$ cat src/scb_cfg.svh
`ifndef SCB_CFG_SVH
`define SCB_CFG_SVH

// sid index bits, one wrap bit sits above them
`define SCB_SID_IDX_W 3
`define SCB_REG_W 5

// decoder execution unit class, one-hot
`define SCB_EXE_UNIT_W 6
`define SCB_EU_ALU 0
`define SCB_EU_BEU 1
`define SCB_EU_LSU 2

`define SCB_NUM_SLOTS 4

`endif

$ cat src/scb_pkg.sv
`include "scb_cfg.svh"

package scb_pkg;

    typedef struct packed {
        logic                      wrap;
        logic [`SCB_SID_IDX_W-1:0] idx;
    } sid_t;

    // slot order inside every slot vector
    typedef enum logic [1:0] {
        SLOT_ALU0,
        SLOT_ALU1,
        SLOT_BEU,
        SLOT_LSU
    } slot_id_e;

    typedef logic [`SCB_NUM_SLOTS-1:0] unit_vec_t;

    typedef struct packed {
        logic                       vld;
        logic [`SCB_EXE_UNIT_W-1:0] exe_unit;
        logic [`SCB_REG_W-1:0]      rd;
        logic [`SCB_REG_W-1:0]      rs1;
        logic [`SCB_REG_W-1:0]      rs2;
    } dec_inst_t;

    typedef struct packed {
        logic                  vld;
        sid_t                  sid;
        logic [`SCB_REG_W-1:0] rd;
        logic [`SCB_REG_W-1:0] rs1;
        logic [`SCB_REG_W-1:0] rs2;
    } op_inst_t;

    typedef struct packed {
        logic                  vld;
        sid_t                  sid;
        logic [`SCB_REG_W-1:0] rd;
    } wb_inst_t;

    typedef struct packed {
        logic vld;
        sid_t sid;
    } redirect_t;

    typedef struct packed {
        logic                  busy;
        logic [`SCB_REG_W-1:0] rd;
        logic [`SCB_REG_W-1:0] rs1;
        logic [`SCB_REG_W-1:0] rs2;
        sid_t                  sid;
    } slot_t;

    // a younger than b, the wrap bit flips the index order
    function automatic logic sid_newer(input sid_t a, input sid_t b);
        if (a.wrap == b.wrap) begin
            return a.idx > b.idx;
        end else begin
            return a.idx < b.idx;
        end
    endfunction

endpackage

$ cat src/scb_flush.sv
`timescale 1ns/100ps

module scb_flush
    import scb_pkg::*;
(
    input  redirect_t redirect_i,
    input  sid_t      dec_sid0_i,
    input  sid_t      dec_sid1_i,
    input  op_inst_t  op0_i,
    input  op_inst_t  op1_i,
    input  wb_inst_t  wb0_i,
    input  wb_inst_t  wb1_i,
    output logic      dec_flush0_o,
    output logic      dec_flush1_o,
    output logic      op_flush0_o,
    output logic      op_flush1_o,
    output logic      wb_flush0_o,
    output logic      wb_flush1_o
);

    // anything younger than the redirecting instruction is squashed
    function automatic logic squash(input redirect_t r, input sid_t s);
        return r.vld && sid_newer(s, r.sid);
    endfunction

    assign dec_flush0_o = squash(redirect_i, dec_sid0_i);
    assign dec_flush1_o = squash(redirect_i, dec_sid1_i);
    assign op_flush0_o  = squash(redirect_i, op0_i.sid);
    assign op_flush1_o  = squash(redirect_i, op1_i.sid);
    assign wb_flush0_o  = squash(redirect_i, wb0_i.sid);
    assign wb_flush1_o  = squash(redirect_i, wb1_i.sid);

endmodule

$ cat src/scb_hazard.sv
`timescale 1ns/100ps
`include "scb_cfg.svh"

module scb_hazard
    import scb_pkg::*;
(
    input  slot_t [`SCB_NUM_SLOTS-1:0]   slots_i,
    input  op_inst_t                     op0_i,
    input  op_inst_t                     op1_i,
    input  wb_inst_t                     wb0_i,
    input  wb_inst_t                     wb1_i,
    output logic                         op_stall0_o,
    output logic                         op_stall1_o,
    output logic                         wb_stall0_o,
    output logic                         wb_stall1_o
);

    logic raw_slot0;
    logic raw_slot1;
    logic raw_cross0;
    logic raw_cross1;

    // an older in-flight producer of rs1 or rs2
    function automatic logic raw_slots(input op_inst_t op,
                                       input slot_t [`SCB_NUM_SLOTS-1:0] s);
        logic hit;
        hit = 1'b0;
        for (int i = 0; i < `SCB_NUM_SLOTS; i++) begin
            if (s[i].busy && (s[i].rd == op.rs1 || s[i].rd == op.rs2) &&
                sid_newer(op.sid, s[i].sid)) begin
                hit = 1'b1;
            end
        end
        return op.vld && hit;
    endfunction

    // the other operand lane is older and writes a source
    function automatic logic raw_pair(input op_inst_t me, input op_inst_t other);
        return me.vld && other.vld &&
               (other.rd == me.rs1 || other.rd == me.rs2) &&
               sid_newer(me.sid, other.sid);
    endfunction

    // same rd on both write-back lanes, younger one waits
    function automatic logic wb_pair(input wb_inst_t me, input wb_inst_t other);
        return me.vld && other.vld && me.rd == other.rd && sid_newer(me.sid, other.sid);
    endfunction

    assign raw_slot0  = raw_slots(op0_i, slots_i);
    assign raw_slot1  = raw_slots(op1_i, slots_i);
    assign raw_cross0 = raw_pair(op0_i, op1_i);
    assign raw_cross1 = raw_pair(op1_i, op0_i);

    assign op_stall0_o = raw_slot0 || raw_cross0;
    assign op_stall1_o = raw_slot1 || raw_cross1;

    assign wb_stall0_o = wb_pair(wb0_i, wb1_i);
    assign wb_stall1_o = wb_pair(wb1_i, wb0_i);

endmodule

$ cat src/scb_issue.sv
`timescale 1ns/100ps
`include "scb_cfg.svh"

module scb_issue
    import scb_pkg::*;
(
    input  logic                         clk,
    input  logic                         rst_n,
    input  dec_inst_t                    dec0_i,
    input  dec_inst_t                    dec1_i,
    input  slot_t [`SCB_NUM_SLOTS-1:0]   slots_i,
    output unit_vec_t                    alloc0_o,
    output unit_vec_t                    alloc1_o,
    output sid_t                         sid0_o,
    output sid_t                         sid1_o,
    output logic                         dec_stall0_o,
    output logic                         dec_stall1_o
);

    unit_vec_t busy;
    unit_vec_t avail0;
    unit_vec_t avail1;
    logic      waw0;
    logic      waw1;
    logic      lane0_clear;
    logic      same_rd;
    sid_t      sid_q;

    // one slot for the lane's class out of the available ones
    function automatic unit_vec_t pick_unit(input dec_inst_t d, input unit_vec_t avail);
        unit_vec_t g;
        g = '0;
        if (d.vld) begin
            if (d.exe_unit[`SCB_EU_ALU]) begin
                if (avail[SLOT_ALU0]) begin
                    g[SLOT_ALU0] = 1'b1;
                end else if (avail[SLOT_ALU1]) begin
                    g[SLOT_ALU1] = 1'b1;
                end
            end else if (d.exe_unit[`SCB_EU_BEU]) begin
                g[SLOT_BEU] = avail[SLOT_BEU];
            end else if (d.exe_unit[`SCB_EU_LSU]) begin
                g[SLOT_LSU] = avail[SLOT_LSU];
            end
        end
        return g;
    endfunction

    function automatic logic waw_hit(input logic [`SCB_REG_W-1:0] rd,
                                     input slot_t [`SCB_NUM_SLOTS-1:0] s);
        logic hit;
        hit = 1'b0;
        for (int i = 0; i < `SCB_NUM_SLOTS; i++) begin
            if (s[i].busy && s[i].rd == rd) begin
                hit = 1'b1;
            end
        end
        return hit;
    endfunction

    for (genvar i = 0; i < `SCB_NUM_SLOTS; i++) begin : g_busy
        assign busy[i] = slots_i[i].busy;
    end

    assign waw0 = waw_hit(dec0_i.rd, slots_i);
    assign waw1 = waw_hit(dec1_i.rd, slots_i);

    assign avail0   = ~busy;
    assign alloc0_o = waw0 ? '0 : pick_unit(dec0_i, avail0);

    // lane1 never takes what lane0 just took
    assign avail1      = ~busy & ~alloc0_o;
    assign lane0_clear = !dec0_i.vld || (|alloc0_o);
    assign same_rd     = dec0_i.vld && dec0_i.rd == dec1_i.rd;
    assign alloc1_o    = (waw1 || !lane0_clear || same_rd) ? '0 : pick_unit(dec1_i, avail1);

    assign sid0_o = sid_q;
    assign sid1_o = sid_t'(sid_q + 1'b1);

    assign dec_stall0_o = dec0_i.vld && !(|alloc0_o);
    assign dec_stall1_o = dec1_i.vld && !(|alloc1_o);

    always_ff @(posedge clk or negedge rst_n) begin
        if (!rst_n) begin
            sid_q <= '0;
        end else if (|alloc1_o) begin
            // lane1 always uses counter+1, so two ids are gone
            sid_q <= sid_t'(sid_q + 2'd2);
        end else if (|alloc0_o) begin
            sid_q <= sid_t'(sid_q + 1'b1);
        end
    end

    a_grant_onehot: assert property (@(posedge clk) disable iff (!rst_n)
        $onehot0(alloc0_o) && $onehot0(alloc1_o));

endmodule

$ cat src/scb_slot_table.sv
`timescale 1ns/100ps
`include "scb_cfg.svh"

module scb_slot_table
    import scb_pkg::*;
(
    input  logic                         clk,
    input  logic                         rst_n,
    input  unit_vec_t                    alloc0_i,
    input  unit_vec_t                    alloc1_i,
    input  dec_inst_t                    dec0_i,
    input  dec_inst_t                    dec1_i,
    input  sid_t                         sid0_i,
    input  sid_t                         sid1_i,
    input  wb_inst_t                     wb0_i,
    input  wb_inst_t                     wb1_i,
    input  logic                         wb_stall0_i,
    input  logic                         wb_stall1_i,
    output slot_t [`SCB_NUM_SLOTS-1:0]   slots_o
);

    unit_vec_t             busy_q;
    unit_vec_t             release_vec;
    logic [`SCB_REG_W-1:0] rd_q  [`SCB_NUM_SLOTS];
    logic [`SCB_REG_W-1:0] rs1_q [`SCB_NUM_SLOTS];
    logic [`SCB_REG_W-1:0] rs2_q [`SCB_NUM_SLOTS];
    sid_t                  sid_q [`SCB_NUM_SLOTS];

    for (genvar i = 0; i < `SCB_NUM_SLOTS; i++) begin : g_slot
        // retired by a write-back lane that is not held back
        assign release_vec[i] = (wb0_i.vld && !wb_stall0_i && wb0_i.sid == sid_q[i]) ||
                                (wb1_i.vld && !wb_stall1_i && wb1_i.sid == sid_q[i]);

        always_ff @(posedge clk or negedge rst_n) begin
            if (!rst_n) begin
                busy_q[i] <= 1'b0;
            end else if (alloc0_i[i] || alloc1_i[i]) begin
                busy_q[i] <= 1'b1;
            end else if (release_vec[i]) begin
                busy_q[i] <= 1'b0;
            end
        end

        // lane0 first
        always_ff @(posedge clk) begin
            if (alloc0_i[i]) begin
                rd_q[i]  <= dec0_i.rd;
                rs1_q[i] <= dec0_i.rs1;
                rs2_q[i] <= dec0_i.rs2;
                sid_q[i] <= sid0_i;
            end else if (alloc1_i[i]) begin
                rd_q[i]  <= dec1_i.rd;
                rs1_q[i] <= dec1_i.rs1;
                rs2_q[i] <= dec1_i.rs2;
                sid_q[i] <= sid1_i;
            end
        end

        assign slots_o[i] = '{
            busy: busy_q[i],
            rd:   rd_q[i],
            rs1:  rs1_q[i],
            rs2:  rs2_q[i],
            sid:  sid_q[i]
        };
    end

    // issue only grants slots that are free in this table
    a_alloc_free: assert property (@(posedge clk) disable iff (!rst_n)
        ((alloc0_i | alloc1_i) & busy_q) == '0);

    a_alloc_disjoint: assert property (@(posedge clk) disable iff (!rst_n)
        (alloc0_i & alloc1_i) == '0);

endmodule

$ cat src/scoreboard.sv
`timescale 1ns/100ps
`include "scb_cfg.svh"

module scoreboard
    import scb_pkg::*;
(
    input  logic      clk,
    input  logic      rst_n,
    input  dec_inst_t dec0_i,
    input  dec_inst_t dec1_i,
    input  op_inst_t  op0_i,
    input  op_inst_t  op1_i,
    input  wb_inst_t  wb0_i,
    input  wb_inst_t  wb1_i,
    input  redirect_t redirect_i,
    output unit_vec_t dec_grant0_o,
    output unit_vec_t dec_grant1_o,
    output sid_t      dec_sid0_o,
    output sid_t      dec_sid1_o,
    output logic      dec_stall0_o,
    output logic      dec_stall1_o,
    output logic      dec_flush0_o,
    output logic      dec_flush1_o,
    output logic      op_stall0_o,
    output logic      op_stall1_o,
    output logic      op_flush0_o,
    output logic      op_flush1_o,
    output logic      wb_stall0_o,
    output logic      wb_stall1_o,
    output logic      wb_flush0_o,
    output logic      wb_flush1_o
);

    slot_t [`SCB_NUM_SLOTS-1:0] slots;

    scb_slot_table u_slot_table (
        .clk         (clk),
        .rst_n       (rst_n),
        .alloc0_i    (dec_grant0_o),
        .alloc1_i    (dec_grant1_o),
        .dec0_i      (dec0_i),
        .dec1_i      (dec1_i),
        .sid0_i      (dec_sid0_o),
        .sid1_i      (dec_sid1_o),
        .wb0_i       (wb0_i),
        .wb1_i       (wb1_i),
        .wb_stall0_i (wb_stall0_o),
        .wb_stall1_i (wb_stall1_o),
        .slots_o     (slots)
    );

    scb_issue u_issue (
        .clk          (clk),
        .rst_n        (rst_n),
        .dec0_i       (dec0_i),
        .dec1_i       (dec1_i),
        .slots_i      (slots),
        .alloc0_o     (dec_grant0_o),
        .alloc1_o     (dec_grant1_o),
        .sid0_o       (dec_sid0_o),
        .sid1_o       (dec_sid1_o),
        .dec_stall0_o (dec_stall0_o),
        .dec_stall1_o (dec_stall1_o)
    );

    scb_hazard u_hazard (
        .slots_i     (slots),
        .op0_i       (op0_i),
        .op1_i       (op1_i),
        .wb0_i       (wb0_i),
        .wb1_i       (wb1_i),
        .op_stall0_o (op_stall0_o),
        .op_stall1_o (op_stall1_o),
        .wb_stall0_o (wb_stall0_o),
        .wb_stall1_o (wb_stall1_o)
    );

    scb_flush u_flush (
        .redirect_i   (redirect_i),
        .dec_sid0_i   (dec_sid0_o),
        .dec_sid1_i   (dec_sid1_o),
        .op0_i        (op0_i),
        .op1_i        (op1_i),
        .wb0_i        (wb0_i),
        .wb1_i        (wb1_i),
        .dec_flush0_o (dec_flush0_o),
        .dec_flush1_o (dec_flush1_o),
        .op_flush0_o  (op_flush0_o),
        .op_flush1_o  (op_flush1_o),
        .wb_flush0_o  (wb_flush0_o),
        .wb_flush1_o  (wb_flush1_o)
    );

endmodule

$ cat config.mk
export PLATFORM = sky130hd
export DESIGN_NAME = scoreboard
export DESIGN_NICKNAME = d
export VERILOG_FILES = /design/src/scb_pkg.sv /design/src/scb_flush.sv /design/src/scb_hazard.sv /design/src/scb_issue.sv /design/src/scb_slot_table.sv /design/src/scoreboard.sv
export VERILOG_INCLUDE_DIRS = /design/src
export SDC_FILE = /design/constraint.sdc
export NUM_CORES = 1
export LEC_CHECK = 0
export BUFFER_PORTS_ARGS = -buffer_cell sky130_fd_sc_hd__clkbuf_2
export CORE_UTILIZATION = 30
export CTS_BUF_LIST = sky130_fd_sc_hd__clkbuf_8
export CTS_CLUSTER_DIAMETER = 120
export DETAILED_ROUTE_END_ITERATION = 10
export HOLD_SLACK_MARGIN = 0.1
export SKIP_LAST_GASP = 1
export SLEW_MARGIN = 20
export SYNTH_ARGS = -nofsm -noshare
export SYNTH_HDL_FRONTEND = slang
export SYNTH_SLANG_ARGS = --single-unit
$ cat constraint.sdc
create_clock -name clk -period 5.69 [get_ports clk]
set_clock_uncertainty 0.15 [all_clocks]
set_input_delay 1.4225 -clock clk [delete_from_list [all_inputs] [get_ports clk]]
set_output_delay 1.4225 -clock clk [all_outputs]
set_load 0.005 [all_outputs]
Word level (Yosys, flattened, before mapping)
Memories as Yosys holds them, arrays and structs flattened.
Index checks and enable logic that the tools add are counted.
{"block": "totals", "ram_bits": 36, "inputBits": 111, "ff_bits": 8, "word_cells": 297, "n_memories": 2, "out_inout_bits": 28}
{"block": "op_classes", "order_cmp": 36, "mux": 92, "add_sub_neg": 2, "n_eq_ne": 57, "n_reduce_logical": 91, "bitwise_logic": 11}
{"memory": "u_slot_table.rd_q", "depth": 4, "word_bits": 5, "rd": 4, "rd_ports_with_merged_regs": 0, "write_ports": 4, "line": "scb_slot_table.sv:24", "rtl": "logic [`SCB_REG_W-1:0] rd_q [`SCB_NUM_SLOTS];"}
{"memory": "u_slot_table.sid_q", "depth": 4, "word_bits": 4, "rd": 4, "rd_ports_with_merged_regs": 0, "write_ports": 4, "line": "scb_slot_table.sv:27", "rtl": "sid_t sid_q [`SCB_NUM_SLOTS];"}
{"op": "$eq 5x5->1", "count": 31}
{"op": "$mux 1", "count": 74}
{"op": "$logic_and 1x1->1", "count": 55}
{"op": "$gt 3x3->1", "count": 18}
{"op": "$lt 3x3->1", "count": 18}
{"op": "$mux 4", "count": 10}
{"op": "$eq 4x4->1", "count": 8}
{"op": "$logic_or 1x1->1", "count": 23}
{"op": "$mux 5", "count": 4}
{"op": "$eq 1x1->1", "count": 18}
{"op": "$reduce_bool 2->1", "count": 5}
{"op": "$mux 2", "count": 4}
{"op": "$not 4->4", "count": 2}
{"op": "$or 1x1->1", "count": 8}
{"op": "$reduce_or 4->1", "count": 2}
{"op": "$logic_not 1->1", "count": 6}
{"op": "$add 4x1->4 const B", "count": 1}
{"op": "$add 4x2->4 const B", "count": 1}
{"op": "$and 4x4->4", "count": 1}

Longest topological paths before layout
{"block": "logic_depth", "word_depth": 18, "mapped_depth": 11}

Hierarchy
From an unflattened synthesis, not the netlist that was laid out.
{"block": "unflattened", "cells_unflattened": 756, "hier_area_um2": 8050.2}
{"mod": "scb_slot_table", "cells_each": 235, "n_inst": 1, "seq_area_each_um2": 2382.3, "area_per_inst_um2": 4021.4}
{"mod": "scb_hazard", "cells_each": 319, "n_inst": 1, "seq_area_each_um2": 0.0, "area_per_inst_um2": 2336.0}
{"mod": "scb_issue", "cells_each": 133, "n_inst": 1, "seq_area_each_um2": 100.1, "area_per_inst_um2": 1108.6}
{"mod": "scb_flush", "cells_each": 69, "n_inst": 1, "seq_area_each_um2": 0.0, "area_per_inst_um2": 584.3}

Least setup slack after synthesis
OpenSTA, ideal clock, no wires.
{"block": "synth_timing", "path_type": "in2out", "startpoint": "in dec0_i[13] (netlist name)", "endpoint": "out dec_stall1_o", "cell_stages": 9, "path_slack_ns": 0.802, "t_arrival_ns": 3.316, "path_buffers": 1, "required_ns": 4.118, "cell_sequence": "buf_4 -> xnor2_1 -> nand4_1 -> o22ai_2 -> o31ai_4 -> or4b_4 -> a21oi_1 -> nor3_1 -> and2_1"}
{"block": "synth_via", "elab_chain_len": 17, "word_cells_on_any_way": 35, "classes_between": "eq/ne (5); mux (15); bitwise (2); reduce/logical (13)"}
{"item": "start: declaration", "line": "scoreboard.sv:9", "rtl": "input dec_inst_t dec0_i,"}
{"item": "$eq 5x5->1", "line": "scb_issue.sv:54", "rtl": "if (s[i].busy && s[i].rd == rd) begin"}
{"item": "$logic_and 1x1->1", "line": "scb_issue.sv:54"}
{"item": "$mux 1 (4 in a row)", "line": "scb_issue.sv:54"}
{"item": "$mux 4", "line": "scb_issue.sv:69", "rtl": "assign alloc0_o = waw0 ? '0 : pick_unit(dec0_i, avail0);"}
{"item": "$not 4->4", "line": "scb_issue.sv:72", "rtl": "assign avail1 = ~busy & ~alloc0_o;"}
{"item": "$and 4x4->4", "line": "scb_issue.sv:72"}
{"item": "$mux 1 (on tied branches)", "line": "scb_issue.sv:37, scb_issue.sv:42"}
{"item": "$mux 1 (on tied branches)", "line": "scb_issue.sv:35, scb_issue.sv:40"}
{"item": "$mux 2", "line": "scb_issue.sv:34", "rtl": "if (d.exe_unit[`SCB_EU_ALU]) begin"}
{"item": "$mux 4", "line": "scb_issue.sv:33", "rtl": "if (d.vld) begin"}
{"item": "$mux 4 (*)", "line": "scb_issue.sv:75", "rtl": "assign alloc1_o = (waw1 || !lane0_clear || same_rd) ? '0 : pick_unit(dec1_i, avail1);"}
{"item": "$reduce_or 4->1 (*)", "line": "scb_issue.sv:81", "rtl": "assign dec_stall1_o = dec1_i.vld && !(|alloc1_o);"}
{"item": "$logic_not 1->1 (*)", "line": "scb_issue.sv:81"}
{"item": "$logic_and 1x1->1 (*)", "line": "scb_issue.sv:81"}
{"item": "end: declaration", "line": "scoreboard.sv:21", "rtl": "output logic dec_stall1_o,"}
Mark *: on every way between the ends. The rest lies on a longest branch, timed or not.

Worst setup path after layout
{"block": "layout_timing", "startpoint": "in dec0_i[14] (netlist name)", "endpoint": "out dec_grant1_o[1]"}
{"block": "layout_via", "elab_chain_len": 14, "word_cells_on_any_way": 27, "classes_between": "eq/ne (5); mux (10); bitwise (2); reduce/logical (10)"}
{"item": "$eq 5x5->1", "line": "scb_issue.sv:54"}
{"item": "$logic_and 1x1->1", "line": "scb_issue.sv:54"}
{"item": "$mux 1 (4 in a row)", "line": "scb_issue.sv:54"}
{"item": "$mux 4", "line": "scb_issue.sv:69"}
{"item": "$not 4->4", "line": "scb_issue.sv:72"}
{"item": "$and 4x4->4", "line": "scb_issue.sv:72"}
{"item": "$mux 1", "line": "scb_issue.sv:37", "rtl": "end else if (avail[SLOT_ALU1]) begin"}
{"item": "$mux 1", "line": "scb_issue.sv:35", "rtl": "if (avail[SLOT_ALU0]) begin"}
{"item": "$mux 2", "line": "scb_issue.sv:34"}
{"item": "$mux 4", "line": "scb_issue.sv:33"}
{"item": "$mux 4 (*)", "line": "scb_issue.sv:75"}
{"item": "end: declaration", "line": "scoreboard.sv:17", "rtl": "output unit_vec_t dec_grant1_o,"}
Marks and branches as above.

==> run metrics <==
outcome completed; Syn Area/Cell ~8.6 um^2; CTS Buffer Depth 2; f_max 189 MHz; WP data arrival 3730 ps; cell internal pwr 0.949 mW; CP max FO 10; diodes inserted 0; fin cells 1027; synthesized net count 864; Worst setup SP type input port; router iterations before antenna repair 4; Final Critical Period 5310 ps; Clk pwr share 12.3%; hold_ws 563 ps; top_reg_cell synth edfxtp_1; sw power ~0.7 mW; min-delay src u_slot_table.slots_o[39]; critical path type in -> out; first-pass GRT wire length 26.4 mm; RSZ-0062 raised after global routing false; unique cell type count in the Yosys netlist ~50; CTS Hold Bufs 0; core area 19600 um^2; Die W 144 um; final critical-path share of the clock period 93.2%; Die Y 144 um; number of global-route vias before repair 4817; gr ovfl total 0; WL per Instance approximately 16 um; Sw Ratio a little over two fifths; HP Class reg -> reg; number of synthesized flops with an enable pin 36; area grow syn2layout 11.5%; share of cells above drive strength 1 20.6%; Final Setup Violations 0; Final ANT Viol Nets 0; drt initial violations around 240; # port buffers roughly 110; root buffer cell clkbuf_8; routed via count between 4000 and 5000; setup bufs post-CTS 0; Clock Latency Late Sink 300 ps; Final Net Count 922; drt total wl 16.6 mm; Syn Inst Count 703; TritonCTS clock tree done; pin slew with the least headroom to its limit 577 ps; total chip power 1.65 mW; pin count of the biggest net entering global routing 14; Worst IR Drop VDD 103 uV; R2R Setup Slk 2400 ps; PwrDens 244 nW/um^2; Final Hold Viols 0; reg2reg end u_slot_table.sid_q[1][3]; Placed Instances 1019; Die ar. 20700 um^2; Sink Count 44; cell area after synthesis just over 6000 um^2; Total GRT Usage 16.7%; Gate power share 51.1%; GP Congestion slightly below 0.9; synthesized flop and latch total 44; I/O Pins 139; final max-slew violation count 0; Pleak 2.96 nW; max capacitance violation total 0; hold endpoint u_slot_table.slots_o[39]; DP HPWL 13.5 mm; Setup crit end kind output pin; reg2reg start u_slot_table.rd_q[1][4]; CTS clk-pin slew, worst paths about 80 ps; sequential share of power around 37%; asr flop ratio synth a little under a fifth; vias per std cell 4.77; DRC 0; worst r2r path cells 7; setup tns final 0 ps; TritonCTS Buffers 5; initial antenna violation count 0; Seq/Total Area, Yosys 21.2%; initial core utilization between 30% and 40%; H-tree levels 2; CTS resizes 0; Syn. warnings 0; Row Count 51; critical path required time 4120 ps; worst relative slew slack 61.5%; Hold Path Depth 1
worst max path at each step:
stage,from,to,slack [ps],cells past startpoint
after global routing,dec0_i[14],dec_grant1_o[1],220,9
final,dec0_i[14],dec_grant1_o[1],380,9
after global placement,dec0_i[10],dec_grant1_o[1],380,9
after floorplan,dec0_i[13],dec_stall1_o,800,9
after CTS,dec0_i[14],dec_grant1_o[1],390,9
after detailed placement,dec0_i[14],dec_grant1_o[1],380,9
stage by stage:
stage | cell area [um^2] | worst slack, ps | utilization (%)
4_1_cts | 6730 | 388 | 34.4
3_5_place_dp | 6640 | 382 | 33.9
6_report | 6730 | 385 | 34.4
2_1_floorplan | 6040 | 802 | -
3_3_place_gp | 6640 | 375 | 33.9
5_1_grt | 6730 | 220 | 34.4
power groups by stage:
stage,registers [mW],clock network (mW),logic (mW)
floorplan,0.488,0,0.706
global placement,0.608,0,0.833
detailed placement,0.609,0,0.848
CTS,0.600,0.207,0.853
global route,0.617,0.215,0.954
finish,0.603,0.202,0.840
cell families (layout without fill, tap and decap cells):
group	count (synthesis)	count (layout)	share of synthesized area, %
XOR/XNOR	215	215	31.3
AND/OR/NAND/NOR	180	180	15.2
buffers and inverters	109	168	8.31
AO/OA/AOI/OAI	81	81	9.26
adder cells (fa/ha/maj)	50	50	10.4
flip-flops	44	44	21.2
multiplexers	24	24	4.37
synth_stat cells, types with 10 or more instances:
cell | n | area (um^2)
o31ai_1 | 12 | 90.1
buf_4 | 16 | 120
a31oi_1 | 16 | 100
nor3_1 | 14 | 70.1
mux2_2 | 19 | 214
nor4_1 | 15 | 93.8
nor2_1 | 10 | 37.5
a21oi_1 | 13 | 65.1
nand2_1 | 66 | 248
ha_1 | 50 | 626
inv_1 | 40 | 150
xor2_1 | 119 | 1040
buf_2 | 16 | 80.1
edfxtp_1 | 36 | 1080
xnor2_1 | 95 | 832
clkbuf_1 | 31 | 116
a21o_1 | 16 | 120
nand3_1 | 35 | 175
layer usage:
layer / share of wire [%] / global-route usage, % / wire (um) / vias up
met5: 0 / 0 / 0 / -
met4: 1.4 / 4.14 / 229 / 0
met3: 6.2 / 2.17 / 1030 / 16
met2: 46 / 27.2 / 7660 / 133
met1: 46 / 23.0 / 7690 / 2274
li1: - / - / - / 2472
worst max-delay path, cell delays in order:
cell	delay, ps
clkbuf_2	200
xnor2_1	180
nand4_1	130
o21ai_1	210
o31ai_4	350
or4b_4	530
or2_1	400
inv_6	150
clkbuf_2	150
sequential cells by signal, summed over array words and instances, names as in the netlist:
signal / flops
u_slot_table.sid_q: 16
u_slot_table.rd_q: 20
u_slot_table.slots_o: 4
u_issue.sid0_o: 4
layout by cell type (no fill, tap or decap), types with 4 or more instances in the layout:
| master | count |
|---|---|
| xor2_1 | 119 |
| clkbuf_2 | 112 |
| xnor2_1 | 95 |
| nand2_1 | 66 |
| ha_1 | 50 |
| inv_1 | 41 |
| edfxtp_1 | 36 |
| nand3_1 | 35 |
| mux2_2 | 19 |
| a31oi_1 | 16 |
| a21o_1 | 16 |
| nor4_1 | 15 |
| nor3_1 | 14 |
| a21oi_1 | 13 |
| o31ai_1 | 12 |
| nor2_1 | 10 |
| and2_1 | 8 |
| nor2b_1 | 8 |
| dfrtp_1 | 8 |
| nand4_1 | 7 |
| o21ai_0 | 7 |
| clkbuf_8 | 6 |
| buf_4 | 6 |
| mux2i_1 | 5 |
| a22oi_1 | 4 |
| nor4b_1 | 4 |
cell type report:
| cell class | count | area, um^2 |
|---|---|---|
| sequential | 44 | 1280 |
| multi-input combinational | 550 | 4260 |
| tap | 265 | 332 |
| fill | 2065 | 12900 |
| inverter | 42 | 163 |
| timing repair buffer | 118 | 606 |
| clock buffer | 6 | 82.6 |
| clock inverter | 2 | 11.3 |
Power figures use the tool's default switching activity.
